`src/logic/ysyx_22050710_pkg.sv`:
```
// shared widths, memory-op codes and stage bus structs, referenced by scoped name from the RTL
package ysyx_22050710_pkg;

  localparam int WORD_WD      = 64;
  localparam int GPR_ADDR_WD  = 5;
  localparam int CSR_ADDR_WD  = 12;
  localparam int MEM_OP_WD    = 3;
  localparam int SRAM_ADDR_WD = 16; // widest word index the sram request can carry

  typedef logic [WORD_WD-1:0]      word_t;
  typedef logic [GPR_ADDR_WD-1:0]  gpr_addr_t;
  typedef logic [CSR_ADDR_WD-1:0]  csr_addr_t;
  typedef logic [MEM_OP_WD-1:0]    mem_op_t;
  typedef logic [SRAM_ADDR_WD-1:0] sram_addr_t;
  typedef logic [7:0]              byte_mask_t;

  // load/store width codes, same as funct3
  localparam mem_op_t MEM_OP_B  = 3'b000;
  localparam mem_op_t MEM_OP_H  = 3'b001;
  localparam mem_op_t MEM_OP_W  = 3'b010;
  localparam mem_op_t MEM_OP_D  = 3'b011;
  localparam mem_op_t MEM_OP_BU = 3'b100;
  localparam mem_op_t MEM_OP_HU = 3'b101;
  localparam mem_op_t MEM_OP_WU = 3'b110;

  // execute -> memory
  typedef struct packed {
    gpr_addr_t gpr_rd;
    csr_addr_t csr_rd;
    logic      gpr_wen;
    logic      csr_wen;
    logic      mem_ren;
    logic      mem_wen;
    mem_op_t   mem_op;
    logic      csr_inst_sel; // gpr gets csr read data
    word_t     csrrdata;
    word_t     alu_result;   // also the memory address
    word_t     csr_result;
    word_t     store_data;
  } es_to_ms_bus_t;

  // memory -> write-back
  typedef struct packed {
    logic      gpr_wen;
    gpr_addr_t gpr_rd;
    word_t     gpr_result;
    logic      csr_wen;
    csr_addr_t csr_rd;
    word_t     csr_result;
  } ms_to_ws_bus_t;

  // data sram request
  typedef struct packed {
    logic       en;
    logic       wen;
    sram_addr_t addr;  // word index
    byte_mask_t wmask;
    word_t      wdata;
  } sram_req_t;

endpackage

```
`src/logic/ysyx_22050710_wb_stage.sv`:
```
// write-back stage: holds the retiring instruction until commit allows it, drives gpr/csr writes
`timescale 1ns/1ns

module ysyx_22050710_wb_stage (
  input  logic                              i_clk,
  input  logic                              i_rst,
  input  logic                              i_commit_stall, // hold from commit side
  // from ms
  input  logic                              i_ms_to_ws_valid,
  input  ysyx_22050710_pkg::ms_to_ws_bus_t  i_ms_to_ws_bus,
  output logic                              o_ws_allowin,
  // gpr write
  output logic                              o_gpr_wen,
  output ysyx_22050710_pkg::gpr_addr_t      o_gpr_waddr,
  output ysyx_22050710_pkg::word_t          o_gpr_wdata,
  // csr write
  output logic                              o_csr_wen,
  output ysyx_22050710_pkg::csr_addr_t      o_csr_waddr,
  output ysyx_22050710_pkg::word_t          o_csr_wdata,
  output logic                              o_retire_valid,
  output ysyx_22050710_pkg::gpr_addr_t      o_ws_to_ds_gpr_rd
);

  logic                             ws_valid;
  logic                             ws_ready_go;
  ysyx_22050710_pkg::ms_to_ws_bus_t ws_bus;

  assign ws_ready_go  = !i_commit_stall;
  assign o_ws_allowin = !ws_valid || ws_ready_go;

  always_ff @(posedge i_clk) begin
    if (i_rst) begin
      ws_valid <= 1'b0;
    end else if (o_ws_allowin) begin
      ws_valid <= i_ms_to_ws_valid;
    end
  end

  always_ff @(posedge i_clk) begin
    if (i_ms_to_ws_valid && o_ws_allowin) begin
      ws_bus <= i_ms_to_ws_bus;
    end
  end

  // fires once, in the cycle the instruction leaves
  assign o_retire_valid = ws_valid && ws_ready_go;

  assign o_gpr_wen   = o_retire_valid && ws_bus.gpr_wen;
  assign o_gpr_waddr = ws_bus.gpr_rd;
  assign o_gpr_wdata = ws_bus.gpr_result;
  assign o_csr_wen   = o_retire_valid && ws_bus.csr_wen;
  assign o_csr_waddr = ws_bus.csr_rd;
  assign o_csr_wdata = ws_bus.csr_result;

  assign o_ws_to_ds_gpr_rd = (ws_valid && ws_bus.gpr_wen) ? ws_bus.gpr_rd : '0;

endmodule

```
`config.mk`:
```
export PLATFORM = sky130hd
export DESIGN_NAME = ysyx_22050710_wb_stage
export DESIGN_NICKNAME = d
export VERILOG_FILES = /design/src/logic/ysyx_22050710_pkg.sv /design/src/logic/ysyx_22050710_wb_stage.sv
export SDC_FILE = /design/constraint.sdc
export NUM_CORES = 1
export LEC_CHECK = 0
export BUFFER_PORTS_ARGS = -buffer_cell sky130_fd_sc_hd__buf_2
export CAP_MARGIN = 20
export CELL_PAD_IN_SITES_DETAIL_PLACEMENT = 0
export CELL_PAD_IN_SITES_GLOBAL_PLACEMENT = 1
export CORE_ASPECT_RATIO = 0.8
export CORE_MARGIN = 5
export CORE_UTILIZATION = 35
export CTS_CLUSTER_DIAMETER = 150
export DETAILED_ROUTE_END_ITERATION = 8
export GPL_ROUTABILITY_DRIVEN = 0
export PLACE_DENSITY_LB_ADDON = 0.2
export SLEW_MARGIN = 5
export SYNTH_ARGS = -nofsm -noshare
export SYNTH_HDL_FRONTEND = slang
export SYNTH_SLANG_ARGS = --single-unit
export TNS_END_PERCENT = 5
```
`constraint.sdc`:
```
create_clock -name i_clk -period 6.25 [get_ports i_clk]
set_input_delay 0.625 -clock i_clk [delete_from_list [all_inputs] [get_ports i_clk]]
set_output_delay 0.625 -clock i_clk [all_outputs]
set_load 0.03 [all_outputs]
```
==> impl_metrics.py <==
metrics = {
    "floorplan": {
        "ioPinCount": 305,
        "fp.dieW_um": 151,
        "coreArea_mm2": 0.0157,
        "initial_core_util_pct": 35.5,
        "die_area_mm2": 0.0186,
        "std_cell_rows": 41,
        "die_y_um": 123,
    },
    "placement": {
        "place_hpwl_um": 9120,
        "dp_slack_ns": 3.29,
        "io_buffers": 304,
    },
    "cts": {
        "insertion_delay_ns": 0.41,
        "cts_tree": "done",
        "htreeDepth": 4,
        "hold_buffers": 0,
        "post-cts-setup-buffers": 0,
        "post_cts_resized": 0,
        "clockBufferDepth": 2,
        "clk_pin_slew_ns": 0.06,
        "cts.sinks": 148,
        "numCtsBuffers": 17,
        "cts-root-buf": "clkbuf_16",
    },
    "worst_setup_path": {
        "path_cells": "nand2_1 > and2_4 > buf_4",
        "slowest_stage": "buf_4",
        "cp-startpoint": "ws_valid",
        "crit_required_ns": 6.28,
        "arrival_ns": 2.57,
        "crit_buf_inv": 1,
        "cp-end-kind": "flip-flop",
        "critPathMaxStageDelay_ns": 0.81,
        "crit_type": "flip-flop to flip-flop",
        "crit_fanout": 78,
        "regToRegStartpoint": "ws_valid",
        "cp-start-kind": "flip-flop",
        "cp_top_family": "simple AND/OR/NAND/NOR gates",
    },
    "cells_and_area": {
        "layout.nets": 635,
        "layout_commonest_cell": "buf_2",
        "syn_to_final_growth_pct": 22.1,
        "drive_gt1_share_pct": 67.1,
        "final_cell_mix": "buf_2, edfxtp_1, clkbuf_16",
        "diodes": 0,
    },
    "sta": {
        "rsz0062_at_grt": "false",
        "setup-violations-final": 0,
        "period_share_pct": 40.7,
        "hold_violations": 0,
        "min_period_ns": 2.54,
        "setup_slack_ns": 3.71,
        "skew_ns": 0.00900,
        "clock.fmax_mhz": 394,
        "final.setup.tns_ns": 0,
        "worstMarginPinSlew_ns": 1.00,
        "slew_viol_final": 0,
        "slew_headroom_pct": 33.3,
    },
    "power_and_ir_drop": {
        "powerDensity_mw_per_mm2": 341,
        "ir_worst_vdd_mv": 0.206,
        "leakagePower_nw": 2.95,
    },
    "routing": {
        "wl_met1_um": 3870,
        "drtIter0Drc": 97,
        "vias_per_cell": 3.87,
        "wl_per_cell_um": 16.6,
        "met3_length_um": 2200,
        "vias": 2754,
        "wirelength_um": 11800,
        "ant_nets": 0,
        "met2WireLength_um": 5630,
        "top_layer_used": "met5",
        "route.detailed.drc": 0,
        "drt-pass1-iter-count": 4,
    },
    "flow_run": {
        "cap_violations": 0,
    },
    "min_path": {
        "hold_class": "primary input to flip-flop",
        "holdCritStartpoint": "i_rst",
    },
    "synthesis": {
        "syn_area_per_cell_um2": 18.3,
        "ys_types": 9,
        "synth_top_cells_by_area": "edfxtp_1, buf_4, and3_1, dfxtp_1, and2_1",
        "synth_top_area_share_pct": 78.9,
        "ys_warn_count": 0,
        "ys_seq_area_share_pct": 79.2,
        "synth_cells": 305,
        "yosys_register_bits": 148,
        "syn_nets": 456,
        "yosysTopAreaCell": "edfxtp_1",
        "syn-cell-area_mm2": 0.00560,
    },
    "global_route": {
        "grt_pass1_vias": 2814,
        "antenna_found_initial": 1,
        "grt_max_degree": 79,
        "grt_overflow": 0,
        "grtUsageTotal_pct": 12.0,
        "grt_pass1_wl_um": 15900,
    },
    "status": {
        "status": "finished clean",
    },
}
## registers in the layout (all words and copies together) (netlist names)
register     flops
o_csr_waddr     12
o_csr_wdata     64
o_gpr_waddr      5
o_gpr_wdata     64
ws_bus           2
ws_valid         1
## synth_stat cells, drive strengths merged
library cell and number:
and2b 1, a21oi 1, nor2 1, dfxtp 1, buf 145, and2 3
nand2 1, and3 5, edfxtp 147
## per-layer routing
metal  global-route usage [%]  up-vias
met5                        0        -
met4                     4.76        2
met3                     10.0        8
met2                     19.3      189
met1                     11.1     1257
li1                         -     1298
## final timing paths
check	endpoint	slack, ns	depth (start not counted)
max	o_csr_waddr[11]	3.71	3
min	ws_valid	0.37	2
max reg2reg	o_csr_waddr[11]	3.71	3
min reg2reg	ws_valid	0.60	2
## worst register-to-register path, delay by kind of cell (launching register included)
kind          cells  cell delay (ns)
buf+inv           1             0.87
flops             1             0.36
simple gates      2             0.88
## layout make-up
type	count	area [um2]
Clock buffer	20	437
Clock inverter	11	88.8
Fill cell	1456	8920
Multi-Input combinational cell	12	75.1
Sequential cell	148	4430
Tap cell	215	269
Timing Repair Buffer	305	1530
## power by group
part | leakage [nW] | internal [mW] | switching [mW]
logic | 1.26 | 0.0712 | 0.175
registers | 1.43 | 1.16 | 0.0129
clock network | 0.262 | 0.540 | 0.369
total | 2.95 | 1.77 | 0.556
## per-stage QoR
step / power, mW / area [um2] / instances / hold WS (ns) / utilization, %
2_1_floorplan: 1.41 / 5600 / 305 / 0.535 / -
3_3_place_gp: 1.44 / 6310 / 680 / 0.578 / 40.0
3_5_place_dp: 1.45 / 6310 / 680 / 0.583 / 40.0
4_1_cts: 2.37 / 6830 / 711 / 0.345 / 43.4
5_1_grt: 2.43 / 6830 / 711 / 0.344 / 43.4
6_report: 2.33 / 6830 / 711 / 0.375 / 43.4
## cells by family after synthesis
| kind of cell | synth area share, % |
|---|---|
| AOI/OAI and AO/OA | 0.0894 |
| and+or+nand+nor | 1.21 |
| DFF | 79.2 |
| buffers and inverters | 19.5 |
Power figures use the tool's default switching activity.
