<file path="src/logic/ysyx_22050710_pkg.sv">
// shared widths, memory-op codes and stage bus structs, referenced by scoped name from the RTL
package ysyx_22050710_pkg;

  localparam int WORD_WD      = 64;
  localparam int GPR_ADDR_WD  = 5;
  localparam int CSR_ADDR_WD  = 12;
  localparam int MEM_OP_WD    = 3;
  localparam int SRAM_ADDR_WD = 16; // widest word index the sram request can carry

  typedef logic [WORD_WD-1:0]      word_t;
  typedef logic [GPR_ADDR_WD-1:0]  gpr_addr_t;
  typedef logic [CSR_ADDR_WD-1:0]  csr_addr_t;
  typedef logic [MEM_OP_WD-1:0]    mem_op_t;
  typedef logic [SRAM_ADDR_WD-1:0] sram_addr_t;
  typedef logic [7:0]              byte_mask_t;

  // load/store width codes, same as funct3
  localparam mem_op_t MEM_OP_B  = 3'b000;
  localparam mem_op_t MEM_OP_H  = 3'b001;
  localparam mem_op_t MEM_OP_W  = 3'b010;
  localparam mem_op_t MEM_OP_D  = 3'b011;
  localparam mem_op_t MEM_OP_BU = 3'b100;
  localparam mem_op_t MEM_OP_HU = 3'b101;
  localparam mem_op_t MEM_OP_WU = 3'b110;

  // execute -> memory
  typedef struct packed {
    gpr_addr_t gpr_rd;
    csr_addr_t csr_rd;
    logic      gpr_wen;
    logic      csr_wen;
    logic      mem_ren;
    logic      mem_wen;
    mem_op_t   mem_op;
    logic      csr_inst_sel; // gpr gets csr read data
    word_t     csrrdata;
    word_t     alu_result;   // also the memory address
    word_t     csr_result;
    word_t     store_data;
  } es_to_ms_bus_t;

  // memory -> write-back
  typedef struct packed {
    logic      gpr_wen;
    gpr_addr_t gpr_rd;
    word_t     gpr_result;
    logic      csr_wen;
    csr_addr_t csr_rd;
    word_t     csr_result;
  } ms_to_ws_bus_t;

  // data sram request
  typedef struct packed {
    logic       en;
    logic       wen;
    sram_addr_t addr;  // word index
    byte_mask_t wmask;
    word_t      wdata;
  } sram_req_t;

endpackage

</file>
<file path="src/logic/ysyx_22050710_lsu_store.sv">
// store path: builds the data sram request (word index, byte mask, lane-aligned data)
`timescale 1ns/1ns

module ysyx_22050710_lsu_store #(
  parameter int SRAM_AW = 8
) (
  input  logic                              i_valid, // transfer into the memory stage
  input  ysyx_22050710_pkg::es_to_ms_bus_t  i_bus,
  output ysyx_22050710_pkg::sram_req_t      o_req
);

  logic [2:0]                    offset;
  ysyx_22050710_pkg::byte_mask_t size_mask;

  assign offset = i_bus.alu_result[2:0];

  always_comb begin
    case (i_bus.mem_op)
      ysyx_22050710_pkg::MEM_OP_B: size_mask = 8'h01;
      ysyx_22050710_pkg::MEM_OP_H: size_mask = 8'h03;
      ysyx_22050710_pkg::MEM_OP_W: size_mask = 8'h0f;
      ysyx_22050710_pkg::MEM_OP_D: size_mask = 8'hff;
      default:                     size_mask = 8'h00;
    endcase
  end

  always_comb begin
    o_req.en    = i_valid && (i_bus.mem_ren || i_bus.mem_wen);
    o_req.wen   = i_valid && i_bus.mem_wen;
    o_req.addr  = ysyx_22050710_pkg::sram_addr_t'(i_bus.alu_result[SRAM_AW+2:3]);
    o_req.wmask = size_mask << offset;
    o_req.wdata = i_bus.store_data << {offset, 3'b000}; // move into byte lanes
  end

endmodule

</file>
<file path="config.mk">
export PLATFORM = sky130hd
export DESIGN_NAME = ysyx_22050710_lsu_store
export DESIGN_NICKNAME = d
export VERILOG_FILES = /design/src/logic/ysyx_22050710_pkg.sv /design/src/logic/ysyx_22050710_lsu_store.sv
export SDC_FILE = /design/constraint.sdc
export NUM_CORES = 1
export LEC_CHECK = 0
export ABC_AREA = 1
export ABC_CLOCK_PERIOD_IN_PS = 1100
export BUFFER_PORTS_ARGS = -buffer_cell sky130_fd_sc_hd__buf_2
export CAP_MARGIN = 20
export CORE_AREA = 2 2 146 148
export DETAILED_ROUTE_END_ITERATION = 16
export DIE_AREA = 0 0 148 150
export PLACE_DENSITY = 0.43
export REMOVE_ABC_BUFFERS = 1
export SETUP_SLACK_MARGIN = 0.02
export SLEW_MARGIN = 40
export SYNTH_ARGS = -nofsm -noshare
export SYNTH_HDL_FRONTEND = slang
export SYNTH_SLANG_ARGS = --single-unit
</file>
<file path="constraint.sdc">
create_clock -name vclk -period 1.1
set_input_delay 0.11 -clock vclk [all_inputs]
set_output_delay 0.11 -clock vclk [all_outputs]
set_load 0.005 [all_outputs]
</file>
==> impl_results.md, run 1 <==
* Initial standard-cell utilization of the core at between 10% and 20%
* Area growth from synthesis to layout at 82.0%
* Clock buffer instance count of the final layout at 0
* Number of instances on the worst hold path at 0
* Final setup violation count at 19
* Routability cong. at 0.826
* RSZ-0062 raised after global routing: yes
* Leakage Power at 2.18 nW
* Violated checks: negative setup slack
* Endpoint with the worst hold slack: o_req[78]
* Final critical-path share of the clock period at 106%
* Critical path required time at 0.99 ns
* Type of origin of the critical path: primary input
* Global-route wire length before repair at 20,000 µm
* Row count at 53
* Pin count of the biggest net entering global routing at 32
* Maxcap violations at 0
* Post-Synthesis Cells at 475
* Post-detailed-routing wire length at roughly 14,000 µm
* Via density per instance at approximately 4.1
* Worst Path Arrival at ~1.1 ns
* Initial antenna violation count at 4
* Vias after detailed routing at between 3k and 4k
* Peak ir drop on the vdd network at 0.118 mV
* Number of hold violations in the final report at 0
* Time the final worst path needs with I/O delays and setup at 1.16 ns
* GRT Util Overall at 11.8%
* Pre-Repair DR Iteration Count at 4
* Gr ovfl total at 0
* Sequential cell area at 0 µm²
* Final core utilization at around 20%
* Vias in the first global route at around 3.4k
* Final Net Count at roughly 900
* Share of synthesized area occupied by flip-flops and latches at 0%
* Mean routed wirelength per cell at 15.9 µm
* Post-route DRC violation count at 0
* Hold Path Origin: i_bus[137]
* Hold buffers post-CTS at 0
* Critical path capture point type: output pin
* Result of the run: finished with violations
* Peak Freq at 861 MHz
* Number of design-rule violations left by the first detailed-router iteration at 164
* Area of the mapped netlist at about 2200 µm²
* Total power of the final layout at 0.00169 W
* Post-synthesis cell type with the largest combined area: nand2_1
* Count of buffers inserted at the top-level ports at between 100 and 150
* Warnings, synthesis at 0
* Path type of the worst min-delay path: primary input to output pin
* Die width at 148 µm
* Proportion of layout cells with a drive suffix above 1 at 40.4%
* Category of the most critical setup path: primary input to output pin
* Number of sequential cells in the layout at 0
* Area inside the core boundary at 20,700 µm²
* Power density normalized to cell area at between 400 and 500 nW/µm²
* Area share of the largest cell type after synthesis at 32.0%
* Half-perimeter wire length after detailed placement at 11,200 µm
* Die area at roughly 22,000 µm²
* Final Worst Setup Slack at -0.0608 ns
* I/O pin count at roughly 370
* Largest fanout of any net on the critical path at 6
* DP Worst Slack at -0.134 ns
* Synth unique cells at 19
* Remaining antenna violation count after routing at 0
* Die boundary height at 150 µm
* Largest cells by area after synthesis: nand2_1, nand3_1, o211ai_1
* Final-report max-slew violation count at 0
* Syn avg cell area at roughly 4.7 µm²
per-layer routing:
metal / share of wire, % / track usage, % / vias up
met4: 1.4 / 1.48 / 6
met5: 0.92 / 3.64 / -
met1: 43 / 14.6 / 1639
met3: 13 / 6.28 / 10
met2: 41 / 18.2 / 155
li1: - / - / 1872
area by class of cell:
class	instances	area, µm²
Timing Repair Buffer	203	1580
Multi-Input combinational cell	402	2020
Fill cell	2452	16600
Antenna cell	2	5.00
Inverter	22	108
Tap cell	275	344
cells by family (layout without fill, tap and decap cells):
| kind of cell | count (synthesis) | after routing | synth area share [%] |
|---|---|---|---|
| compound gates | 40 | 40 | 12.5 |
| buf+inv | 80 | 225 | 19.7 |
| other cells | 1 | 10 | 0.168 |
| simple gates | 354 | 354 | 67.7 |
critical path, cell delays in order:
cell and delay [ns]:
buf_16 0.13, inv_12 0.09, buf_12 0.11, buf_16 0.13
nand2_4 0.05, and2_4 0.13, nor2_1 0.09, nand2_1 0.05
nand2_1 0.05, buf_2 0.10
how the worst max path moves through the flow:
stage	start	to
floorplan	i_bus[129]	o_req[35]
global placement	i_bus[128]	o_req[48]
detailed placement	i_bus[128]	o_req[50]
CTS	i_bus[128]	o_req[34]
global route	i_bus[128]	o_req[45]
finish	i_bus[128]	o_req[47]
stage by stage:
step	hold slack (ns)	TNS (ns)	cells	cell area (µm²)
6_report	0.221	-0.394	904	4060
5_1_grt	0.220	-3.50	902	4050
4_1_cts	0.223	-0.124	896	3790
3_5_place_dp	0.223	-3.89	889	3470
3_3_place_gp	0.223	-4.18	889	3470
2_1_floorplan	0.220	-0.395	424	1900
what timing repair did:
item / in CTS / in global routing
gates cloned: 4 / 5
pin swaps: 15 / 13
setup buffers: 3 / 2
gates resized for setup: 53 / 37
setup endpoints to repair: 61 / 58
Yosys cell counts:
cell type	instances
a21oi_1	2
and2_1	2
buf_1	2
buf_2	22
buf_4	17
buf_6	6
clkbuf_1	11
conb_1	1
inv_1	20
inv_2	1
inv_4	1
nand2_1	190
nand3_1	116
nand4_1	7
nor2_1	30
nor3_1	9
o211ai_1	31
o21ai_0	6
o21ai_1	1
report_power, final:
| group | internal (W) | switching (W) |
|---|---|---|
| Clock | 0.000000000243 | 0 |
| Combinational | 0.000791 | 0.000900 |
| Sequential | 0 | 0 |
cell usage in the layout (no fill, tap or decap), types with 2 or more instances in the layout:
cell type / Yosys / routed
nand3_2: 0 / 20
o21ai_2: 0 / 3
buf_12: 0 / 15
clkbuf_16: 0 / 5
buf_16: 0 / 5
inv_1: 20 / 19
nand2_4: 0 / 3
nand2_1: 190 / 171
nor3_2: 0 / 2
conb_1: 1 / 8
buf_4: 17 / 26
nor3_1: 9 / 7
nand3_1: 116 / 95
o211ai_1: 31 / 31
nand2_2: 0 / 16
buf_2: 22 / 143
nor2_1: 30 / 29
a21oi_1: 2 / 2
o21ai_1: 1 / 3
buf_8: 0 / 2
buf_6: 6 / 7
nand4_1: 7 / 7
diode_2: 0 / 2
No activity file was read; power rests on OpenSTA's default activity.
==> run 2: changes to the inputs <==
--- a/config.mk
+++ b/config.mk
@@ -19,3 +19,4 @@
 export SYNTH_ARGS = -nofsm -noshare
 export SYNTH_HDL_FRONTEND = slang
 export SYNTH_SLANG_ARGS = --single-unit
+export TNS_END_PERCENT = 10
==> impl_results.md, run 2 (synthesis results as in run 1) <==
* Initial antenna violation count at 4 (unchanged)
* Endpoint with the worst hold slack: o_req[77]
* Placed cell count at 889 (unchanged)
* Routability cong. at 0.826 (unchanged)
* Clock buffer instance count of the final layout at 0 (unchanged)
* Peak ir drop on the vdd network at 0.120 mV (+2.2%)
* Cell breakdown of the critical path: buf_12 > buf_12 > buf_12 > nand2_1 > and2_1 > nor2_1 > nand2_1 > nand2_1 > buf_2
* Final core utilization at 19.6% (+0.030 points)
* RSZ-0062 raised after global routing: yes
* Pin count of the biggest net entering global routing at 32 (unchanged)
* Violated checks: negative setup slack
* Gr ovfl total at 0 (unchanged)
* Vias in the first global route at 3,364 (-1.1%)
* Setup TNS at -0.300 ns (+0.0936 ns)
* Leading cell type in the layout, fill and taps excluded: nand2_1
* Final cell count without fillers at 906 (+0.22%)
* Leading cell types in the layout, fill and taps excluded: nand2_1, buf_2, nand3_1
* Final setup violation count at 13 (-6)
* Vias after detailed routing at 3,686 (+0.11%)
* Remaining antenna violation count after routing at 0 (unchanged)
* Number of instances on the worst hold path at 0 (unchanged)
* Area growth from synthesis to layout at 82.3%
* Power density normalized to cell area at 416 nW/µm² (-0.13%)
* Category of the most critical setup path: primary input to output pin
* Via density per instance at 4.07 (-0.11%)
* Leakage Power at 2.19 nW (+0.23%)
* Type of origin of the critical path: primary input
* Pre-Repair DR Iteration Count at 4 (unchanged)
* Final Net Count at 912 (+0.11%)
* Number of design-rule violations left by the first detailed-router iteration at 130 (-21%)
* Proportion of layout cells with a drive suffix above 1 at 41.2% (+0.89 points)
* Peak Freq at 873 MHz (+1.3%)
* I/O pin count at 372 (unchanged)
* Path type of the worst min-delay path: primary input to output pin
* Critical path required time at 0.99 ns (about the same)
* Mean routed wirelength per cell at 15.9 µm (-0.17%)
* Maxcap violations at 0 (unchanged)
* Post-route DRC violation count at 0 (unchanged)
* Sequential cell area at 0 µm² (unchanged)
* Area inside the core boundary at 20,700 µm² (unchanged)
* Final critical-path share of the clock period at 104% (-1.3 points)
* Post-detailed-routing wire length at 14,400 µm (about the same)
* Die area at 22,200 µm² (unchanged)
* Hold buffers post-CTS at 0 (unchanged)
* Cell with the biggest individual delay on the critical path: and2_1
* Largest fanout of any net on the critical path at 6 (unchanged)
* Time the final worst path needs with I/O delays and setup at 1.15 ns (-0.0147 ns)
* Total power of the final layout at 0.00169 W (about the same)
* Initial standard-cell utilization of the core at 10.8% (unchanged)
* Half-perimeter wire length after detailed placement at 11,200 µm (unchanged)
* GRT Util Overall at 11.6% (-0.18 points)
* Critical path capture point type: output pin
* Worst Path Arrival at 1.04 ns (about the same)
* Count of buffers inserted at the top-level ports at 147 (unchanged)
* Global-route wire length before repair at 19,800 µm (-1.1%)
* Delay of the slowest cell on the worst path at 0.16 ns (+0.03 ns)
* Final-report max-slew violation count at 0 (unchanged)
* Die width at 148 µm (unchanged)
* Number of sequential cells in the layout at 0 (unchanged)
* Result of the run: finished with violations
* Final Worst Setup Slack at -0.0461 ns (+0.0147 ns)
* Row count at 53 (unchanged)
* Die boundary height at 150 µm (unchanged)
* Number of hold violations in the final report at 0 (unchanged)
* Hold Path Origin: i_bus[136]
[run 2: changes by cell type in the layout (fill, tap and decap cells not counted), moves of 2 or more]
cell / delta
buf_6: +3
nand2_1: -3
nand3_1: -3
nand3_2: +3
buf_16: -2
nand2_4: +2
o21ai_2: -2
[run 2: worst max-delay path by stage]
stage	from	end	slack (ns)
6_report	i_bus[128]	o_req[45]	-0.05
5_1_grt	i_bus[128]	o_req[51]	-0.13
4_1_cts	i_bus[128]	o_req[47]	-0.03
3_5_place_dp	i_bus[128]	o_req[50]	-0.13
3_3_place_gp	i_bus[128]	o_req[48]	-0.13
2_1_floorplan	i_bus[129]	o_req[35]	-0.06
[run 2: what timing repair did]
item,CTS,global route
setup buffers,3,4
cloned,3,4
setup endpoints to repair,61,63
pin swaps,13,14
gates resized for setup,33,63
[run 2: where the power goes]
group / total [W] / switching [W] / internal, W
clock: 0.000000000365 / 0 / 0.000000000365
combinational: 0.00169 / 0.000906 / 0.000786
sequential: 0 / 0 / 0
[run 2: cell type report]
cell class / instances / area [µm²]
Timing Repair Buffer: 204 / 1570
Multi-Input combinational cell: 402 / 2050
Antenna cell: 3 / 7.51
Inverter: 22 / 97.6
Fill cell: 2457 / 16600
Tap cell: 275 / 344
[run 2: per-layer routing]
metal  global-route usage (%)  vias to the layer above  part of all wire (%)
met5                        0                        -                  0.22
met4                    0.524                        4                  0.47
met3                     6.71                        8                    15
met2                     18.4                      162                    42
met1                     14.3                     1631                    43
li1                         -                     1881                     -
[run 2: critical path, delay by kind of cell]
family	cells	cell delay (ns)
buffers and inverters	4	0.49
and+or+nand+nor	5	0.41
[run 2: through the flow]
stage / setup WS, ns / hold slack, ns / area, µm²
global placement: -0.132 / 0.223 / 3470
finish: -0.0461 / 0.223 / 4060
detailed placement: -0.134 / 0.223 / 3470
floorplan: -0.0554 / 0.220 / 1900
CTS: -0.0335 / 0.223 / 3690
global route: -0.130 / 0.222 / 4060
==> run 3: changes to the inputs <==
--- a/config.mk
+++ b/config.mk
@@ -5,7 +5,6 @@
 export SDC_FILE = /design/constraint.sdc
 export NUM_CORES = 1
 export LEC_CHECK = 0
-export ABC_AREA = 1
 export ABC_CLOCK_PERIOD_IN_PS = 1100
 export BUFFER_PORTS_ARGS = -buffer_cell sky130_fd_sc_hd__buf_2
 export CAP_MARGIN = 20
==> impl_results.md, run 3 <==
* Result of the run: finished with violations
* Violated checks: negative setup slack
* Post-detailed-routing wire length at 14,700 µm (+2.1%)
* Warnings, synthesis at 0 (unchanged)
* Gr ovfl total at 0 (unchanged)
* Cell with the biggest individual delay on the critical path: mux4_2
* Total of fill cells in the finished design at 2,351 (-4.3%)
* Vias after detailed routing at 3,010 (-18%)
* I/O pin count at 372 (unchanged)
* Type of origin of the critical path: primary input
* Area inside the core boundary at 20,700 µm² (unchanged)
* Power density normalized to cell area at 437 nW/µm² (+5.1%)
* Post-synthesis cell type with the largest combined area: mux2i_1
* Post-Synthesis Cells at 281 (-41%)
* Pre-Repair DR Iteration Count at 5 (+1)
* Hold Path Origin: i_bus[134]
* Mean routed wirelength per cell at 19.3 µm (+22%)
* Die width at 148 µm (unchanged)
* Synth unique cells at 36 (+17)
* Ranking of synthesized cells by instance count: mux2i_1, o21ai_0, buf_4
* Final Worst Setup Slack at -0.196 ns (-0.150 ns)
* Maxcap violations at 0 (unchanged)
* Area growth from synthesis to layout at 93.8%
* Half-perimeter wire length after detailed placement at 12,200 µm (+8.8%)
* Die area at 22,200 µm² (unchanged)
* Largest fanout of any net on the critical path at 7 (+1)
* Cell area after placement at 3740 µm² (+8.0%)
* Final critical-path share of the clock period at 118% (+14 points)
* Area share of the largest cell type after synthesis at 28.7% (-3.3 points)
* Share of synthesized area occupied by flip-flops and latches at 0% (unchanged)
* Critical path required time at 0.99 ns (about the same)
* Worst Path Arrival at 1.19 ns (+0.15 ns)
* Final cell count without fillers at 760 (-16%)
* Vias in the first global route at 2,865 (-15%)
* Number of sequential cells in the layout at 0 (unchanged)
* Category of the most critical setup path: primary input to output pin
* Design area at 4330 µm² (+6.5%)
* Placed cell count at 752 (-15%)
* Met2 Wirelength at 6230 µm (+2.5%)
* Delay of the slowest cell on the worst path at 0.53 ns (+0.37 ns)
* Area taken by multi-input logic gates at 2170 µm² (+6.0%)
* Global-route wire length before repair at 19,800 µm (-0.18%)
* Cell breakdown of the critical path: buf_16 > buf_12 > mux4_2 > nand2_2 > o221ai_2 > buf_2
* Critical path capture point type: output pin
* Pin count of the biggest net entering global routing at 29 (-9.4%)
* Leakage Power at 2.03 nW (-7.3%)
* Initial antenna violation count at 5 (+1)
* Peak Freq at 772 MHz (-12%)
* Total power of the final layout at 0.00189 W (+12%)
* Number of instances on the worst hold path at 0 (unchanged)
* Die boundary height at 150 µm (unchanged)
* Routability cong. at 0.771 (-6.6%)
* Leading cell types in the layout, fill and taps excluded: buf_2, buf_4, mux2i_1
* Final-report max-slew violation count at 0 (unchanged)
* Most repeated cell in the gate-level netlist after synthesis: mux2i_1
* Final Net Count at 768 (-16%)
* Time the final worst path needs with I/O delays and setup at 1.30 ns (+0.150 ns)
* Largest cells by area after synthesis: mux2i_1, mux4_2, buf_4
* Remaining antenna violation count after routing at 0 (unchanged)
* Initial standard-cell utilization of the core at 10.8% (+0.018 points)
* Met3 Routed Length at 1880 µm (-9.8%)
* Clock buffer instance count of the final layout at 0 (unchanged)
* Count of buffers inserted at the top-level ports at 147 (unchanged)
* Final setup violation count at 65 (+52)
* Row count at 53 (unchanged)
* Area of the mapped netlist at 2230 µm² (+0.17%)
* Proportion of layout cells with a drive suffix above 1 at 64.7% (+23 points)
* Number of hold violations in the final report at 0 (unchanged)
* Peak ir drop on the vdd network at 0.132 mV (+9.6%)
* Via density per instance at 3.96 (-2.7%)
* RSZ-0062 raised after global routing: yes
* Endpoint with the worst hold slack: o_req[75]
* Met1 Wirelength at 6310 µm (+3.2%)
* Setup TNS at -6.91 ns (-6.61 ns)
* Number of design-rule violations left by the first detailed-router iteration at 81 (-38%)
* Hold buffers post-CTS at 0 (unchanged)
* Top layer reached by signal wires: met5
* Leading cell type in the layout, fill and taps excluded: buf_2
* GRT Util Overall at 12.2% (+0.64 points)
* Syn avg cell area at 7.94 µm² (+69%)
* Path type of the worst min-delay path: primary input to output pin
* Sequential cell area at 0 µm² (unchanged)
* Post-route DRC violation count at 0 (unchanged)
[run 3: layout make-up]
| class | count | area share (%) |
|---|---|---|
| Multi-Input combinational cell | 239 | 50.2 |
| Tap cell | 275 | 7.95 |
| Timing Repair Buffer | 245 | 41.8 |
| Antenna cell | 1 | 0.0579 |
[run 3: worst max path at each step]
| stage | start | end | slack (ns) |
|---|---|---|---|
| CTS | i_bus[128] | o_req[61] | -0.20 |
| global placement | i_bus[128] | o_req[59] | -0.48 |
| floorplan | i_bus[130] | o_req[48] | 0.0005 |
| finish | i_bus[128] | o_req[56] | -0.20 |
| detailed placement | i_bus[128] | o_req[59] | -0.48 |
| global route | i_bus[128] | o_req[62] | -0.24 |
[run 3: kinds of logic (layout without fill, tap and decap cells)]
group / count (synthesis) / count (layout) / synth area share [%]
multiplexers: 72 / 72 / 36.8
AO/OA/AOI/OAI: 84 / 84 / 28.6
other: 1 / 9 / 0.168
AND/OR/NAND/NOR: 75 / 75 / 17.9
buffers and inverters: 49 / 245 / 16.5
[run 3: worst max-delay path, delay by kind of cell]
kind | cells | cell delay [ns]
AND/OR/NAND/NOR | 1 | 0.08
buffers and inverters | 3 | 0.38
AO/OA/AOI/OAI | 1 | 0.07
multiplexers | 1 | 0.53
[run 3: repair_timing]
action                     in CTS  in global routing
pin swaps                      14                  6
gates cloned                    3                  0
gates resized for setup        79                 44
setup endpoints to repair      72                 72
setup buffers                   4                  0
[run 3: where the power goes]
part | internal (W) | switching (W)
clock | 0.000000000122 | 0
sequential | 0 | 0
combinational | 0.00102 | 0.000874
total | 0.00102 | 0.000874
[run 3: routing by layer]
| metal | GRT usage (%) | vias to the layer above |
|---|---|---|
| met2 | 18.7 | 162 |
| li1 | - | 1457 |
| met3 | 6.28 | 4 |
| met4 | 0.952 | 4 |
| met5 | 3.64 | - |
| met1 | 15.7 | 1383 |
[run 3: stage by stage]
step / worst slack, ns / hold WS (ns) / util, %
after floorplan: 0.000495 / 0.220 / -
after global placement: -0.479 / 0.224 / 18.1
after detailed placement: -0.484 / 0.224 / 18.1
after CTS: -0.204 / 0.224 / 20.1
after global routing: -0.245 / 0.220 / 20.9
final: -0.196 / 0.221 / 20.9
