<file path="src/logic/ysyx_22050710_pkg.sv">
// shared widths, memory-op codes and stage bus structs, referenced by scoped name from the RTL
package ysyx_22050710_pkg;

  localparam int WORD_WD      = 64;
  localparam int GPR_ADDR_WD  = 5;
  localparam int CSR_ADDR_WD  = 12;
  localparam int MEM_OP_WD    = 3;
  localparam int SRAM_ADDR_WD = 16; // widest word index the sram request can carry

  typedef logic [WORD_WD-1:0]      word_t;
  typedef logic [GPR_ADDR_WD-1:0]  gpr_addr_t;
  typedef logic [CSR_ADDR_WD-1:0]  csr_addr_t;
  typedef logic [MEM_OP_WD-1:0]    mem_op_t;
  typedef logic [SRAM_ADDR_WD-1:0] sram_addr_t;
  typedef logic [7:0]              byte_mask_t;

  // load/store width codes, same as funct3
  localparam mem_op_t MEM_OP_B  = 3'b000;
  localparam mem_op_t MEM_OP_H  = 3'b001;
  localparam mem_op_t MEM_OP_W  = 3'b010;
  localparam mem_op_t MEM_OP_D  = 3'b011;
  localparam mem_op_t MEM_OP_BU = 3'b100;
  localparam mem_op_t MEM_OP_HU = 3'b101;
  localparam mem_op_t MEM_OP_WU = 3'b110;

  // execute -> memory
  typedef struct packed {
    gpr_addr_t gpr_rd;
    csr_addr_t csr_rd;
    logic      gpr_wen;
    logic      csr_wen;
    logic      mem_ren;
    logic      mem_wen;
    mem_op_t   mem_op;
    logic      csr_inst_sel; // gpr gets csr read data
    word_t     csrrdata;
    word_t     alu_result;   // also the memory address
    word_t     csr_result;
    word_t     store_data;
  } es_to_ms_bus_t;

  // memory -> write-back
  typedef struct packed {
    logic      gpr_wen;
    gpr_addr_t gpr_rd;
    word_t     gpr_result;
    logic      csr_wen;
    csr_addr_t csr_rd;
    word_t     csr_result;
  } ms_to_ws_bus_t;

  // data sram request
  typedef struct packed {
    logic       en;
    logic       wen;
    sram_addr_t addr;  // word index
    byte_mask_t wmask;
    word_t      wdata;
  } sram_req_t;

endpackage

</file>
<file path="src/logic/ysyx_22050710_lsu_load.sv">
// load path: picks the addressed byte/half/word out of the sram word and extends it
`timescale 1ns/1ns

module ysyx_22050710_lsu_load (
  input  logic [2:0]                  i_raddr_align, // low address bits
  input  ysyx_22050710_pkg::word_t    i_data_sram_rdata,
  input  ysyx_22050710_pkg::mem_op_t  i_mem_op,
  output ysyx_22050710_pkg::word_t    o_rdata
);

  ysyx_22050710_pkg::word_t shifted;

  assign shifted = i_data_sram_rdata >> {i_raddr_align, 3'b000};

  always_comb begin
    case (i_mem_op)
      ysyx_22050710_pkg::MEM_OP_B: begin
        o_rdata = {{56{shifted[7]}}, shifted[7:0]};
      end
      ysyx_22050710_pkg::MEM_OP_H: begin
        o_rdata = {{48{shifted[15]}}, shifted[15:0]};
      end
      ysyx_22050710_pkg::MEM_OP_W: begin
        o_rdata = {{32{shifted[31]}}, shifted[31:0]};
      end
      ysyx_22050710_pkg::MEM_OP_BU: begin
        o_rdata = {56'd0, shifted[7:0]};
      end
      ysyx_22050710_pkg::MEM_OP_HU: begin
        o_rdata = {48'd0, shifted[15:0]};
      end
      ysyx_22050710_pkg::MEM_OP_WU: begin
        o_rdata = {32'd0, shifted[31:0]};
      end
      default: begin
        o_rdata = shifted; // ld
      end
    endcase
  end

endmodule

</file>
<file path="src/logic/ysyx_22050710_mem_stage.sv">
// memory stage: stage register with valid/allowin handshake, load extract and gpr result select
`timescale 1ns/1ns

module ysyx_22050710_mem_stage (
  input  logic                              i_clk,
  input  logic                              i_rst,
  // allowin
  input  logic                              i_ws_allowin,
  output logic                              o_ms_allowin,
  // from es
  input  logic                              i_es_to_ms_valid,
  input  ysyx_22050710_pkg::es_to_ms_bus_t  i_es_to_ms_bus,
  // to ws
  output logic                              o_ms_to_ws_valid,
  output ysyx_22050710_pkg::ms_to_ws_bus_t  o_ms_to_ws_bus,
  // from data sram
  input  ysyx_22050710_pkg::word_t          i_data_sram_rdata,
  // pending dest for decode stall
  output ysyx_22050710_pkg::gpr_addr_t      o_ms_to_ds_gpr_rd,
  output ysyx_22050710_pkg::csr_addr_t      o_ms_to_ds_csr_rd
);

  logic                             ms_valid;
  logic                             ms_ready_go;
  ysyx_22050710_pkg::es_to_ms_bus_t ms_bus;
  ysyx_22050710_pkg::word_t         mem_rdata;
  ysyx_22050710_pkg::word_t         gpr_result;

  assign ms_ready_go      = 1'b1; // sram answers in one cycle
  assign o_ms_allowin     = !ms_valid || (ms_ready_go && i_ws_allowin);
  assign o_ms_to_ws_valid = ms_valid && ms_ready_go;

  always_ff @(posedge i_clk) begin
    if (i_rst) begin
      ms_valid <= 1'b0;
    end else if (o_ms_allowin) begin
      ms_valid <= i_es_to_ms_valid;
    end
  end

  always_ff @(posedge i_clk) begin
    if (i_es_to_ms_valid && o_ms_allowin) begin
      ms_bus <= i_es_to_ms_bus;
    end
  end

  ysyx_22050710_lsu_load u_lsu_load (
    .i_raddr_align     (ms_bus.alu_result[2:0]),
    .i_data_sram_rdata (i_data_sram_rdata),
    .i_mem_op          (ms_bus.mem_op),
    .o_rdata           (mem_rdata)
  );

  assign gpr_result = ms_bus.mem_ren      ? mem_rdata
                    : ms_bus.csr_inst_sel ? ms_bus.csrrdata
                    :                       ms_bus.alu_result;

  always_comb begin
    o_ms_to_ws_bus.gpr_wen    = ms_bus.gpr_wen;
    o_ms_to_ws_bus.gpr_rd     = ms_bus.gpr_rd;
    o_ms_to_ws_bus.gpr_result = gpr_result;
    o_ms_to_ws_bus.csr_wen    = ms_bus.csr_wen;
    o_ms_to_ws_bus.csr_rd     = ms_bus.csr_rd;
    o_ms_to_ws_bus.csr_result = ms_bus.csr_result;
  end

  assign o_ms_to_ds_gpr_rd = (ms_valid && ms_bus.gpr_wen) ? ms_bus.gpr_rd : '0;
  assign o_ms_to_ds_csr_rd = (ms_valid && ms_bus.csr_wen) ? ms_bus.csr_rd : '0;

endmodule

</file>
<file path="config.mk">
export PLATFORM = sky130hd
export DESIGN_NAME = ysyx_22050710_mem_stage
export DESIGN_NICKNAME = d
export VERILOG_FILES = /design/src/logic/ysyx_22050710_pkg.sv /design/src/logic/ysyx_22050710_lsu_load.sv /design/src/logic/ysyx_22050710_mem_stage.sv
export SDC_FILE = /design/constraint.sdc
export NUM_CORES = 1
export LEC_CHECK = 0
export ABC_AREA = 0
export ABC_CLOCK_PERIOD_IN_PS = 9600
export BUFFER_PORTS_ARGS = -buffer_cell sky130_fd_sc_hd__buf_2
export CAP_MARGIN = 15
export CORE_AREA = 2 2 198 200
export CTS_CLUSTER_SIZE = 8
export DETAILED_ROUTE_END_ITERATION = 6
export DIE_AREA = 0 0 200 202
export SLEW_MARGIN = 40
export SYNTH_ARGS = -nofsm -noshare
export SYNTH_HDL_FRONTEND = slang
export SYNTH_SLANG_ARGS = --single-unit
</file>
<file path="constraint.sdc">
create_clock -name i_clk -period 9.6 [get_ports i_clk]
set_input_delay 1.92 -clock i_clk [delete_from_list [all_inputs] [get_ports i_clk]]
set_output_delay 1.92 -clock i_clk [all_outputs]
set_load 0.005 [all_outputs]
</file>
==> results.py, run 1 <==
metrics = {
    "run_status": {
        "outcome": "finished clean",
    },
    "placement": {
        "dpl_worst_slack_ns": 3.98,
        "place_congestion": 0.813,
        "dp_hpwl_mm": 29.0,
        "port_buffers": 449,
    },
    "grt": {
        "top_usage_layer": "met2",
        "grt_usage_pct": 18.5,
        "grt_pass1_vias": 8115,
        "overflow": 0,
        "grt_util_met3_pct": 5.51,
        "grt_pass1_wl_mm": 53.8,
        "grt_antenna_before_repair": 8,
        "grt_max_degree": 121,
        "use_met1_pct": 21.8,
        "met2_usage_pct": 32.9,
    },
    "power": {
        "seq_power_share_pct": 45.3,
        "p_clk_share_pct": 39.9,
        "p_comb_share_pct": 14.8,
        "vdd_ir_drop_max_uv": 195,
        "p_sw_uw": 628,
        "switching_share_pct": 25.2,
        "internal_power_mw": 1.86,
        "p_leak_nw": 5.58,
        "power_density_mw_per_mm2": 176,
    },
    "run": {
        "cap_violations": 0,
    },
    "logic_synthesis": {
        "synth_cell_types": 44,
        "synth_nets": 1147,
        "synth.avg_cell_area_sq_um": 14.1,
        "yosysSeqAreaShare_pct": 57.8,
        "synth_top_area_share_pct": 57.6,
        "yosysTopAreaCell": "edfxtp_1",
        "synth_area_sq_mm": 0.0113,
        "syn_inst": 798,
        "ys_top_cells_by_area": "edfxtp_1, buf_4, mux4_2",
        "ys_warn_count": 0,
        "ys_seq_elements": 217,
    },
    "cts": {
        "post_cts_resized": 0,
        "cts_tree": "yes",
        "root_buffer": "clkbuf_16",
        "clock_sinks": 217,
        "clock_path_buffers": 3,
        "cts.htree.levels": 1,
        "post_cts_buffers": 0,
        "path_clk_slew_ns": 0.05,
        "insertion_delay_ns": 0.59,
        "cts_hold_buffers": 0,
        "numCtsBuffers": 31,
    },
    "worst_setup_path": {
        "cp.arrival_ns": 3.73,
        "worstPathRequired_ns": 7.68,
        "path_max_fanout": 32,
        "critPathKind": "input pin to output pin",
        "startpoint_type": "input pin",
        "cp-end-kind": "output pin",
    },
    "floorplanning": {
        "coreArea_sq_mm": 0.0383,
        "ios": 515,
        "rows": 72,
        "start_util_pct": 29.4,
        "dieArea_sq_mm": 0.0404,
        "fp.dieW_microns": 200,
        "fp.dieH_microns": 202,
    },
    "cells_and_area": {
        "fin_nets": 1492,
        "num-fill-cells": 3782,
        "synthToLayoutAreaGrowth_pct": 25.6,
        "fin_util_pct": 36.9,
        "drive_gt1_share_pct": 50.0,
    },
    "timing": {
        "tightest_slew_ns": 0.808,
        "tns_ns": 0,
        "maxSlewHeadroom_pct": 46.0,
        "fin_skew_ns": 0.0305,
        "setup_viol": 0,
        "finalHoldViolCount": 0,
        "worst_slack_ns": 3.95,
        "drv_slew": 0,
        "max_clock_freq_mhz": 177,
        "period_needed_ns": 5.65,
        "rsz0062_at_grt": "false",
        "period_share_pct": 58.9,
    },
    "route": {
        "drtIter0Drc": 357,
        "first_pass_iters": 6,
        "finalWirelength_mm": 38.5,
        "drc": 0,
        "vias_per_cell": 4.87,
        "vias": 8186,
        "wl_per_cell_microns": 22.9,
        "ant_nets": 0,
    },
    "hold_path": {
        "hold_path.class": "flip-flop to flip-flop",
    },
}
[logic make-up (layout without fill, tap and decap cells)]
group	after synthesis	count (layout)	share of synthesized area, %
buf+inv	156	517	9.36
simple gates	147	147	7.41
compound gates	194	194	14.9
flops	217	217	57.8
mux	84	84	10.6
other cells	0	4	0
[stage by stage]
| stage | instances | power, mW | hold WS (ns) | area (sq um) |
|---|---|---|---|---|
| global placement | 1628 | 1.52 | 0.761 | 13300 |
| floorplan | 798 | 1.37 | 0.589 | 11300 |
| global route | 1678 | 2.59 | 0.854 | 14100 |
| detailed placement | 1628 | 1.52 | 0.764 | 13300 |
| CTS | 1677 | 2.53 | 0.781 | 14100 |
| finish | 1681 | 2.49 | 0.788 | 14100 |
[layer usage]
layer,vias to the layer above,routed length (microns)
met2,373,19700
met5,-,66
met1,3995,14700
met3,49,3410
met4,10,701
li1,3759,-
[cell usage after synthesis (all sizes together)]
library cell,count
and2,1
a211oi,62
edfxtp,216
o21bai,1
nand2b,2
nor2b,72
a22o,6
mux2,18
o211ai,1
o2bb2ai,3
mux2i,40
nand4,3
a21oi,37
a311oi,1
nand3,2
nand2,20
a31oi,10
buf,123
nor4bb,1
o21ai,2
and3,17
a22oi,2
nand3b,3
nor3b,2
or2,1
o21a,8
o31a,6
inv,3
mux4,26
nor2,22
dfxtp,1
a221oi,7
clkbuf,30
and3b,1
a41oi,41
a32oi,7
[layout make-up]
cell class / count / area, sq um / area share (%)
clock inverter: 3 / 30.0 / 0.212
timing repair buffer: 465 / 2390 / 16.9
tap: 518 / 648 / 4.59
inverter: 3 / 11.3 / 0.0797
clock buffer: 46 / 832 / 5.89
multi-input combinational: 425 / 3710 / 26.2
antenna: 4 / 10.0 / 0.0708
sequential: 217 / 6510 / 46.0
[critical path, stage by stage]
cell	delay, ns
buf_2	0.16
mux2i_1	0.41
nand3_1	0.18
nand4_1	0.19
buf_4	0.43
a41oi_1	0.21
buf_2	0.19
[power by group through the flow]
stage	sequential [mW]	clock (mW)	combinational (mW)
after floorplan	1.15	0	0.215
after global placement	1.14	0	0.371
after detailed placement	1.15	0	0.376
after CTS	1.13	1.02	0.377
after global routing	1.13	1.06	0.401
final	1.13	0.994	0.369
[flip-flops by register name, indices dropped and copies added, names as in the netlist]
signal and flops:
ms_bus 133, o_ms_to_ws_bus 83, o_ms_to_ws_valid 1
[worst paths after layout]
path                                      start                            end  slack (ns)  cells after the start
setup reg to reg  o_ms_to_ws_valid$_SDFFE_PP0N_          ms_bus[225]$_DFFE_PP_        6.57                      4
setup / recovery          i_data_sram_rdata[63]             o_ms_to_ws_bus[93]        3.95                      7
hold / removal    o_ms_to_ws_valid$_SDFFE_PP0N_  o_ms_to_ws_valid$_SDFFE_PP0N_        0.79                      2
hold reg to reg   o_ms_to_ws_valid$_SDFFE_PP0N_  o_ms_to_ws_valid$_SDFFE_PP0N_        0.79                      2
[placed cells by master, fill, tap and decap left out, types with 7 or more instances in the layout]
| master | count |
|---|---|
| buf_2 | 449 |
| edfxtp_1 | 216 |
| nor2b_1 | 72 |
| a211oi_1 | 62 |
| mux2i_1 | 40 |
| a21oi_1 | 37 |
| clkbuf_16 | 31 |
| a41oi_2 | 29 |
| mux4_2 | 26 |
| nor2_1 | 22 |
| nand2_1 | 20 |
| mux2_2 | 18 |
| and3_1 | 17 |
| clkbuf_1 | 15 |
| a41oi_1 | 12 |
| buf_4 | 12 |
| a31oi_1 | 10 |
| o21a_1 | 8 |
| a221oi_1 | 7 |
| a32oi_1 | 7 |
Note: power is estimated with default switching activity, not from simulation.
==> inputs of run 2 (changes only) <==
--- a/config.mk
+++ b/config.mk
@@ -6,13 +6,13 @@
 export NUM_CORES = 1
 export LEC_CHECK = 0
 export ABC_AREA = 0
-export ABC_CLOCK_PERIOD_IN_PS = 9600
+export ABC_CLOCK_PERIOD_IN_PS = 4600
 export BUFFER_PORTS_ARGS = -buffer_cell sky130_fd_sc_hd__buf_2
 export CAP_MARGIN = 15
-export CORE_AREA = 2 2 198 200
+export CORE_AREA = 2 2 202 204
 export CTS_CLUSTER_SIZE = 8
 export DETAILED_ROUTE_END_ITERATION = 6
-export DIE_AREA = 0 0 200 202
+export DIE_AREA = 0 0 204 206
 export SLEW_MARGIN = 40
 export SYNTH_ARGS = -nofsm -noshare
 export SYNTH_HDL_FRONTEND = slang
==> constraint.sdc (replaced) <==
create_clock -name i_clk -period 4.6 [get_ports i_clk]
set_input_delay 0.92 -clock i_clk [delete_from_list [all_inputs] [get_ports i_clk]]
set_output_delay 0.92 -clock i_clk [all_outputs]
set_load 0.005 [all_outputs]
==> run 2 against run 1 <==
Net effect:
- clock skew decreased by 0.020 ns
- count of clock-buffer cells in the layout fell by 3
- cell area rose by 0.49%
- critical path depth stayed put
- flip-flop and latch count unchanged
- combinational power increased by 110%
- worst hold slack worse by 0.26 ns
- largest cell class unchanged
==> results.py, run 2 (synthesized netlist as in run 1, its figures left out) <==
metrics = {
    "run_status": {
        "outcome": "finished clean",
    },
    "power": {
        "power_density_mw_per_mm2": 362,
        "power.total_mw": 5.15,
        "p_leak_nw": 5.61,
        "vdd_ir_drop_max_uv": 355,
    },
    "worst_setup_path": {
        "cp-end-kind": "output pin",
        "worstPathRequired_ns": 3.68,
        "worst_path_max_delay_cell": "mux2i_1",
        "reg2reg_from": "o_ms_to_ws_valid$_SDFFE_PP0N_",
        "worstRegToRegCells": 3,
        "crit_buf_inv": 3,
        "path_max_fanout": 68,
        "r2r-end": "ms_bus[146]$_DFFE_PP_",
        "startpoint_type": "flip-flop",
        "cpPeakStageDelay_ns": 0.55,
        "critical_path.top_delay_family": "buffers and inverters",
        "r2r_slack_ns": 2.36,
        "crit_path_cell_trace": "buf_12 -> mux2i_1 -> nand3_1 -> nand4_1 -> buf_4 -> a41oi_1 -> buf_2",
        "cp.arrival_ns": 3.17,
        "critPathKind": "flip-flop to output pin",
    },
    "cells_and_area": {
        "synthToLayoutAreaGrowth_pct": 26.2,
        "num-fill-cells": 4003,
        "largest_reg_flops": 133,
        "layout_common_cells": "buf_2, edfxtp_1, nor2b_1",
        "final_common_cell": "buf_2",
        "fin_nets": 1494,
        "regMostFlops": "ms_bus",
        "drive_gt1_share_pct": 50.4,
    },
    "cts": {
        "cts.htree.levels": 1,
        "insertion_delay_ns": 0.55,
        "numCtsBuffers": 31,
        "cts_hold_buffers": 0,
        "post_cts_resized": 0,
        "cts_tree": "yes",
        "root_buffer": "clkbuf_16",
        "post_cts_buffers": 0,
        "clock_sinks": 217,
        "path_clk_slew_ns": 0.06,
        "clock_path_buffers": 3,
    },
    "floorplanning": {
        "coreArea_sq_mm": 0.0402,
        "rows": 74,
        "ios": 515,
        "fp.dieH_microns": 206,
        "fp.dieW_microns": 204,
        "start_util_pct": 28.0,
        "dieArea_sq_mm": 0.0420,
    },
    "route": {
        "ant_nets": 0,
        "vias_per_cell": 4.86,
        "first_pass_iters": 4,
        "drtIter0Drc": 395,
        "drc": 0,
        "finalWirelength_mm": 40.0,
        "vias": 8220,
        "wl_per_cell_microns": 23.6,
    },
    "hold_path": {
        "hold_path.class": "input pin to flip-flop",
        "hold_depth": 2,
        "hold_start": "i_rst",
        "holdPathEnd": "o_ms_to_ws_valid$_SDFFE_PP0N_",
    },
    "timing": {
        "max_clock_freq_mhz": 245,
        "period_share_pct": 88.9,
        "tightest_slew_ns": 0.768,
        "drv_slew": 0,
        "hold_ws_ns": 0.523,
        "setup_viol": 0,
        "tns_ns": 0,
        "maxSlewHeadroom_pct": 48.8,
        "finalHoldViolCount": 0,
        "rsz0062_at_grt": "false",
        "fin_skew_ns": 0.0109,
        "period_needed_ns": 4.09,
    },
    "grt": {
        "grt_usage_pct": 18.1,
        "top_usage_layer": "met2",
        "use_met1_pct": 21.2,
        "grt_util_met3_pct": 4.24,
        "grt_antenna_before_repair": 7,
        "grt_pass1_vias": 8340,
        "grt_max_degree": 121,
        "overflow": 0,
        "grt_pass1_wl_mm": 55.3,
        "met2_usage_pct": 33.0,
    },
    "placement": {
        "port_buffers": 449,
        "dp_hpwl_mm": 30.1,
        "place_congestion": 0.819,
    },
    "run": {
        "cap_violations": 0,
    },
}
run 2: how the worst max path moves through the flow:
stage | end | cells after the start | startpoint | slack [ns]
2_1_floorplan | ms_bus[128]$_DFFE_PP_ | 2 | i_ws_allowin | 0.42
3_3_place_gp | o_ms_to_ws_bus[140] | 7 | i_data_sram_rdata[63] | 0.88
3_5_place_dp | o_ms_to_ws_bus[140] | 7 | i_data_sram_rdata[63] | 0.93
4_1_cts | o_ms_to_ws_bus[140] | 7 | ms_bus[129]$_DFFE_PP_ | 0.47
5_1_grt | o_ms_to_ws_bus[100] | 7 | ms_bus[129]$_DFFE_PP_ | 0.35
6_report | o_ms_to_ws_bus[140] | 7 | ms_bus[129]$_DFFE_PP_ | 0.51
run 2: layer usage:
metal / part of all wire [%] / vias up
li1: - / 3749
met4: 2.3 / 8
met5: 0.14 / -
met1: 39 / 4034
met2: 52 / 373
met3: 7.3 / 56
run 2: power by group:
group	internal [mW]	total [mW]	switching (mW)	leakage (nW)
Sequential	2.32	2.36	0.0368	2.10
Clock	1.21	2.01	0.803	0.400
Combinational	0.347	0.781	0.434	3.11
run 2: stage by stage:
step	utilization, %	std cells	area [sq um]	setup slack, ns
after detailed placement	33.3	1644	13400	0.925
after CTS	35.3	1688	14200	0.474
after global routing	35.3	1690	14200	0.350
after global placement	33.2	1644	13400	0.883
final	35.3	1692	14200	0.512
after floorplan	-	798	11300	0.424
run 2: worst reg2reg max path: cells and delay by family (launching register included):
family / cells / cell delay (ns)
AND/OR/NAND/NOR: 2 / 0.80
flip-flops: 1 / 0.46
buffers and inverters: 1 / 0.45
run 2: area by class of cell:
type	count	area [sq um]	area share, %
diodes	4	10.0	0.0705
clock buffers	43	821	5.78
clock inverters	1	8.76	0.0617
inverters	3	11.3	0.0793
multi-input cells	425	3720	26.2
flip-flops and latches	217	6510	45.8
well taps	532	666	4.69
repair buffers	467	2460	17.3
==> inputs of run 3 (changes only) <==
--- a/config.mk
+++ b/config.mk
@@ -6,7 +6,7 @@
 export NUM_CORES = 1
 export LEC_CHECK = 0
 export ABC_AREA = 0
-export ABC_CLOCK_PERIOD_IN_PS = 4600
+export ABC_CLOCK_PERIOD_IN_PS = 5100
 export BUFFER_PORTS_ARGS = -buffer_cell sky130_fd_sc_hd__buf_2
 export CAP_MARGIN = 15
 export CORE_AREA = 2 2 202 204
@@ -16,4 +16,5 @@
 export SLEW_MARGIN = 40
 export SYNTH_ARGS = -nofsm -noshare
 export SYNTH_HDL_FRONTEND = slang
+export SYNTH_HIERARCHICAL = 1
 export SYNTH_SLANG_ARGS = --single-unit
==> constraint.sdc (replaced) <==
create_clock -name i_clk -period 5.1 [get_ports i_clk]
set_input_delay 1.02 -clock i_clk [delete_from_list [all_inputs] [get_ports i_clk]]
set_output_delay 1.02 -clock i_clk [all_outputs]
set_load 0.005 [all_outputs]
==> run 3 against run 2 <==
Net effect:
- sequential share of layout area is 0.75 points higher
- critical path depth did not move
- final cell count increased by 2.5%
- largest power group unchanged
- via count is 0.94% lower
- clock skew shrank 0.0021 ns
- sequential power shrank 9.7%
- combinational power is 14% lower
- clock power is 9% lower
- synthesized cell count is 3.9% higher
==> results.py, run 3 <==
metrics = {
    "worst_setup_path": {
        "worstRegToRegCells": 4,
        "r2r_slack_ns": 3.02,
        "worst_path_max_delay_cell": "edfxtp_1",
        "cpPeakStageDelay_ns": 0.82,
        "worstPathRequired_ns": 4.08,
        "crit_path_cell_trace": "mux2i_1 -> mux4_2 -> or4_4 -> nand3_2 -> nand2_1 -> o21ai_1 -> buf_2",
        "startpoint_type": "flip-flop",
        "cp.depth": 7,
        "critical_path.top_delay_family": "simple AND/OR/NAND/NOR gates",
        "critical_path.startpoint": "ms_bus[129]$_DFFE_PP_",
        "cp.arrival_ns": 3.59,
        "r2r-end": "ms_bus[153]$_DFFE_PP_",
        "critPathKind": "flip-flop to output pin",
        "cp-end-kind": "output pin",
        "crit_end": "o_ms_to_ws_bus[105]",
        "reg2reg_from": "o_ms_to_ws_valid$_SDFFE_PP0P_",
        "path_max_fanout": 56,
        "crit_buf_inv": 1,
    },
    "route": {
        "vias": 8143,
        "finalWirelength_mm": 36.6,
        "vias_per_cell": 4.69,
        "wl_per_cell_microns": 21.1,
        "drc": 0,
        "ant_nets": 0,
        "first_pass_iters": 5,
        "drtIter0Drc": 512,
    },
    "timing": {
        "setup_viol": 0,
        "max_clock_freq_mhz": 217,
        "fin_skew_ns": 0.00882,
        "maxSlewHeadroom_pct": 46.7,
        "period_share_pct": 90.4,
        "finalHoldViolCount": 0,
        "rsz0062_at_grt": "false",
        "period_needed_ns": 4.61,
        "tightest_slew_ns": 0.797,
        "drv_slew": 0,
        "tns_ns": 0,
    },
    "grt": {
        "grt_usage_pct": 16.5,
        "overflow": 0,
        "grt_max_degree": 67,
        "grt_pass1_wl_mm": 51.3,
        "grt_antenna_before_repair": 4,
        "grt_pass1_vias": 8093,
    },
    "power": {
        "vdd_ir_drop_max_uv": 218,
        "p_leak_nw": 6.09,
        "power_density_mw_per_mm2": 331,
    },
    "logic_synthesis": {
        "synth_most_common_cell": "edfxtp_1",
        "synth_cell_types": 38,
        "synth.avg_cell_area_sq_um": 13.3,
        "synth.cells.most_frequent": "edfxtp_1, nand2_1, mux2i_1, buf_4, o21ai_1",
        "synth_nets": 1178,
        "yosysSeqAreaShare_pct": 59.1,
        "ys_seq_elements": 217,
        "synth_top_area_share_pct": 59.0,
        "ys_top_cells_by_area": "edfxtp_1, mux2i_1, mux4_2",
        "async_flop_share_pct": 0,
        "yosysTopAreaCell": "edfxtp_1",
        "ys.flop_type": "edfxtp_1",
        "synth_area_sq_mm": 0.0110,
        "syn_inst": 829,
        "synth_edf_count": 216,
        "ys_warn_count": 6,
    },
    "cells_and_area": {
        "fin_nets": 1536,
        "num-fill-cells": 4050,
        "largest_reg_flops": 133,
        "layout_common_cells": "buf_2, edfxtp_1, nand2_1",
        "fin_area_sq_mm": 0.0140,
        "final_common_cell": "buf_2",
        "regMostFlops": "ms_bus",
        "drive_gt1_share_pct": 45.3,
        "synthToLayoutAreaGrowth_pct": 27.0,
    },
    "cts": {
        "root_buffer": "clkbuf_16",
        "clock_path_buffers": 3,
        "post_cts_resized": 0,
        "insertion_delay_ns": 0.56,
        "clock_sinks": 217,
        "cts_hold_buffers": 0,
        "post_cts_buffers": 0,
        "cts_tree": "yes",
        "cts.htree.levels": 1,
        "path_clk_slew_ns": 0.05,
        "numCtsBuffers": 31,
    },
    "run_status": {
        "outcome": "finished clean",
    },
    "placement": {
        "place_congestion": 0.809,
        "dp_hpwl_mm": 28.3,
        "port_buffers": 449,
        "placed_cell_area_sq_mm": 0.0131,
    },
    "floorplanning": {
        "rows": 74,
        "fp.dieW_microns": 204,
        "coreArea_sq_mm": 0.0402,
        "fp.dieH_microns": 206,
        "dieArea_sq_mm": 0.0420,
        "start_util_pct": 27.4,
        "ios": 515,
    },
    "hold_path": {
        "hold_path.class": "input pin to flip-flop",
    },
    "run": {
        "cap_violations": 0,
    },
}
-- run 3: worst min path at each step --
| stage | from | end | slack [ns] | cells past startpoint |
|---|---|---|---|---|
| 2_1_floorplan | o_ms_to_ws_valid$_SDFFE_PP0P_ | o_ms_to_ws_valid$_SDFFE_PP0P_ | 0.59 | 2 |
| 3_3_place_gp | o_ms_to_ws_valid$_SDFFE_PP0P_ | o_ms_to_ws_valid$_SDFFE_PP0P_ | 0.79 | 2 |
| 3_5_place_dp | o_ms_to_ws_valid$_SDFFE_PP0P_ | o_ms_to_ws_valid$_SDFFE_PP0P_ | 0.79 | 2 |
| 4_1_cts | i_rst | o_ms_to_ws_valid$_SDFFE_PP0P_ | 0.59 | 2 |
| 5_1_grt | i_rst | o_ms_to_ws_valid$_SDFFE_PP0P_ | 0.60 | 2 |
| 6_report | i_rst | o_ms_to_ws_valid$_SDFFE_PP0P_ | 0.62 | 2 |
-- run 3: layout make-up --
class	instances	area (sq um)	area share, %
multi-input combinational	464	3450	24.7
tap	532	666	4.76
inverter	4	15.0	0.107
sequential	217	6510	46.6
antenna	1	2.50	0.0179
timing repair buffer	469	2480	17.7
clock inverter	3	16.3	0.116
clock buffer	45	838	6.00
-- run 3: through the flow --
stage,hold WS [ns],utilization (%),setup slack [ns],std cells,power [mW]
after floorplan,0.588,-,0.824,829,2.55
after global placement,0.786,32.6,0.760,1684,2.83
after detailed placement,0.795,32.6,0.738,1686,2.85
after CTS,0.591,34.8,0.349,1734,4.70
after global routing,0.597,34.8,0.217,1734,4.82
final,0.623,34.8,0.490,1735,4.63
-- run 3: routing by layer --
layer | GRT usage (%) | up-vias | wire length [microns]
met5 | 0 | - | 26
met4 | 4.58 | 4 | 743
met3 | 4.60 | 49 | 3100
met2 | 28.3 | 371 | 18100
met1 | 20.4 | 3966 | 14600
li1 | - | 3753 | -
-- run 3: cell families after synthesis --
kind of cell | Yosys count | share of synthesized area [%]
buffers and inverters | 148 | 9.51
and+or+nand+nor | 220 | 9.78
AOI/OAI and AO/OA | 107 | 5.53
muxes | 137 | 16.0
DFF | 217 | 59.1
-- run 3: report_power, final --
part	leakage, nW	internal (mW)	switching [mW]
combinational	3.58	0.303	0.365
sequential	2.10	2.09	0.0410
clock	0.412	1.11	0.721
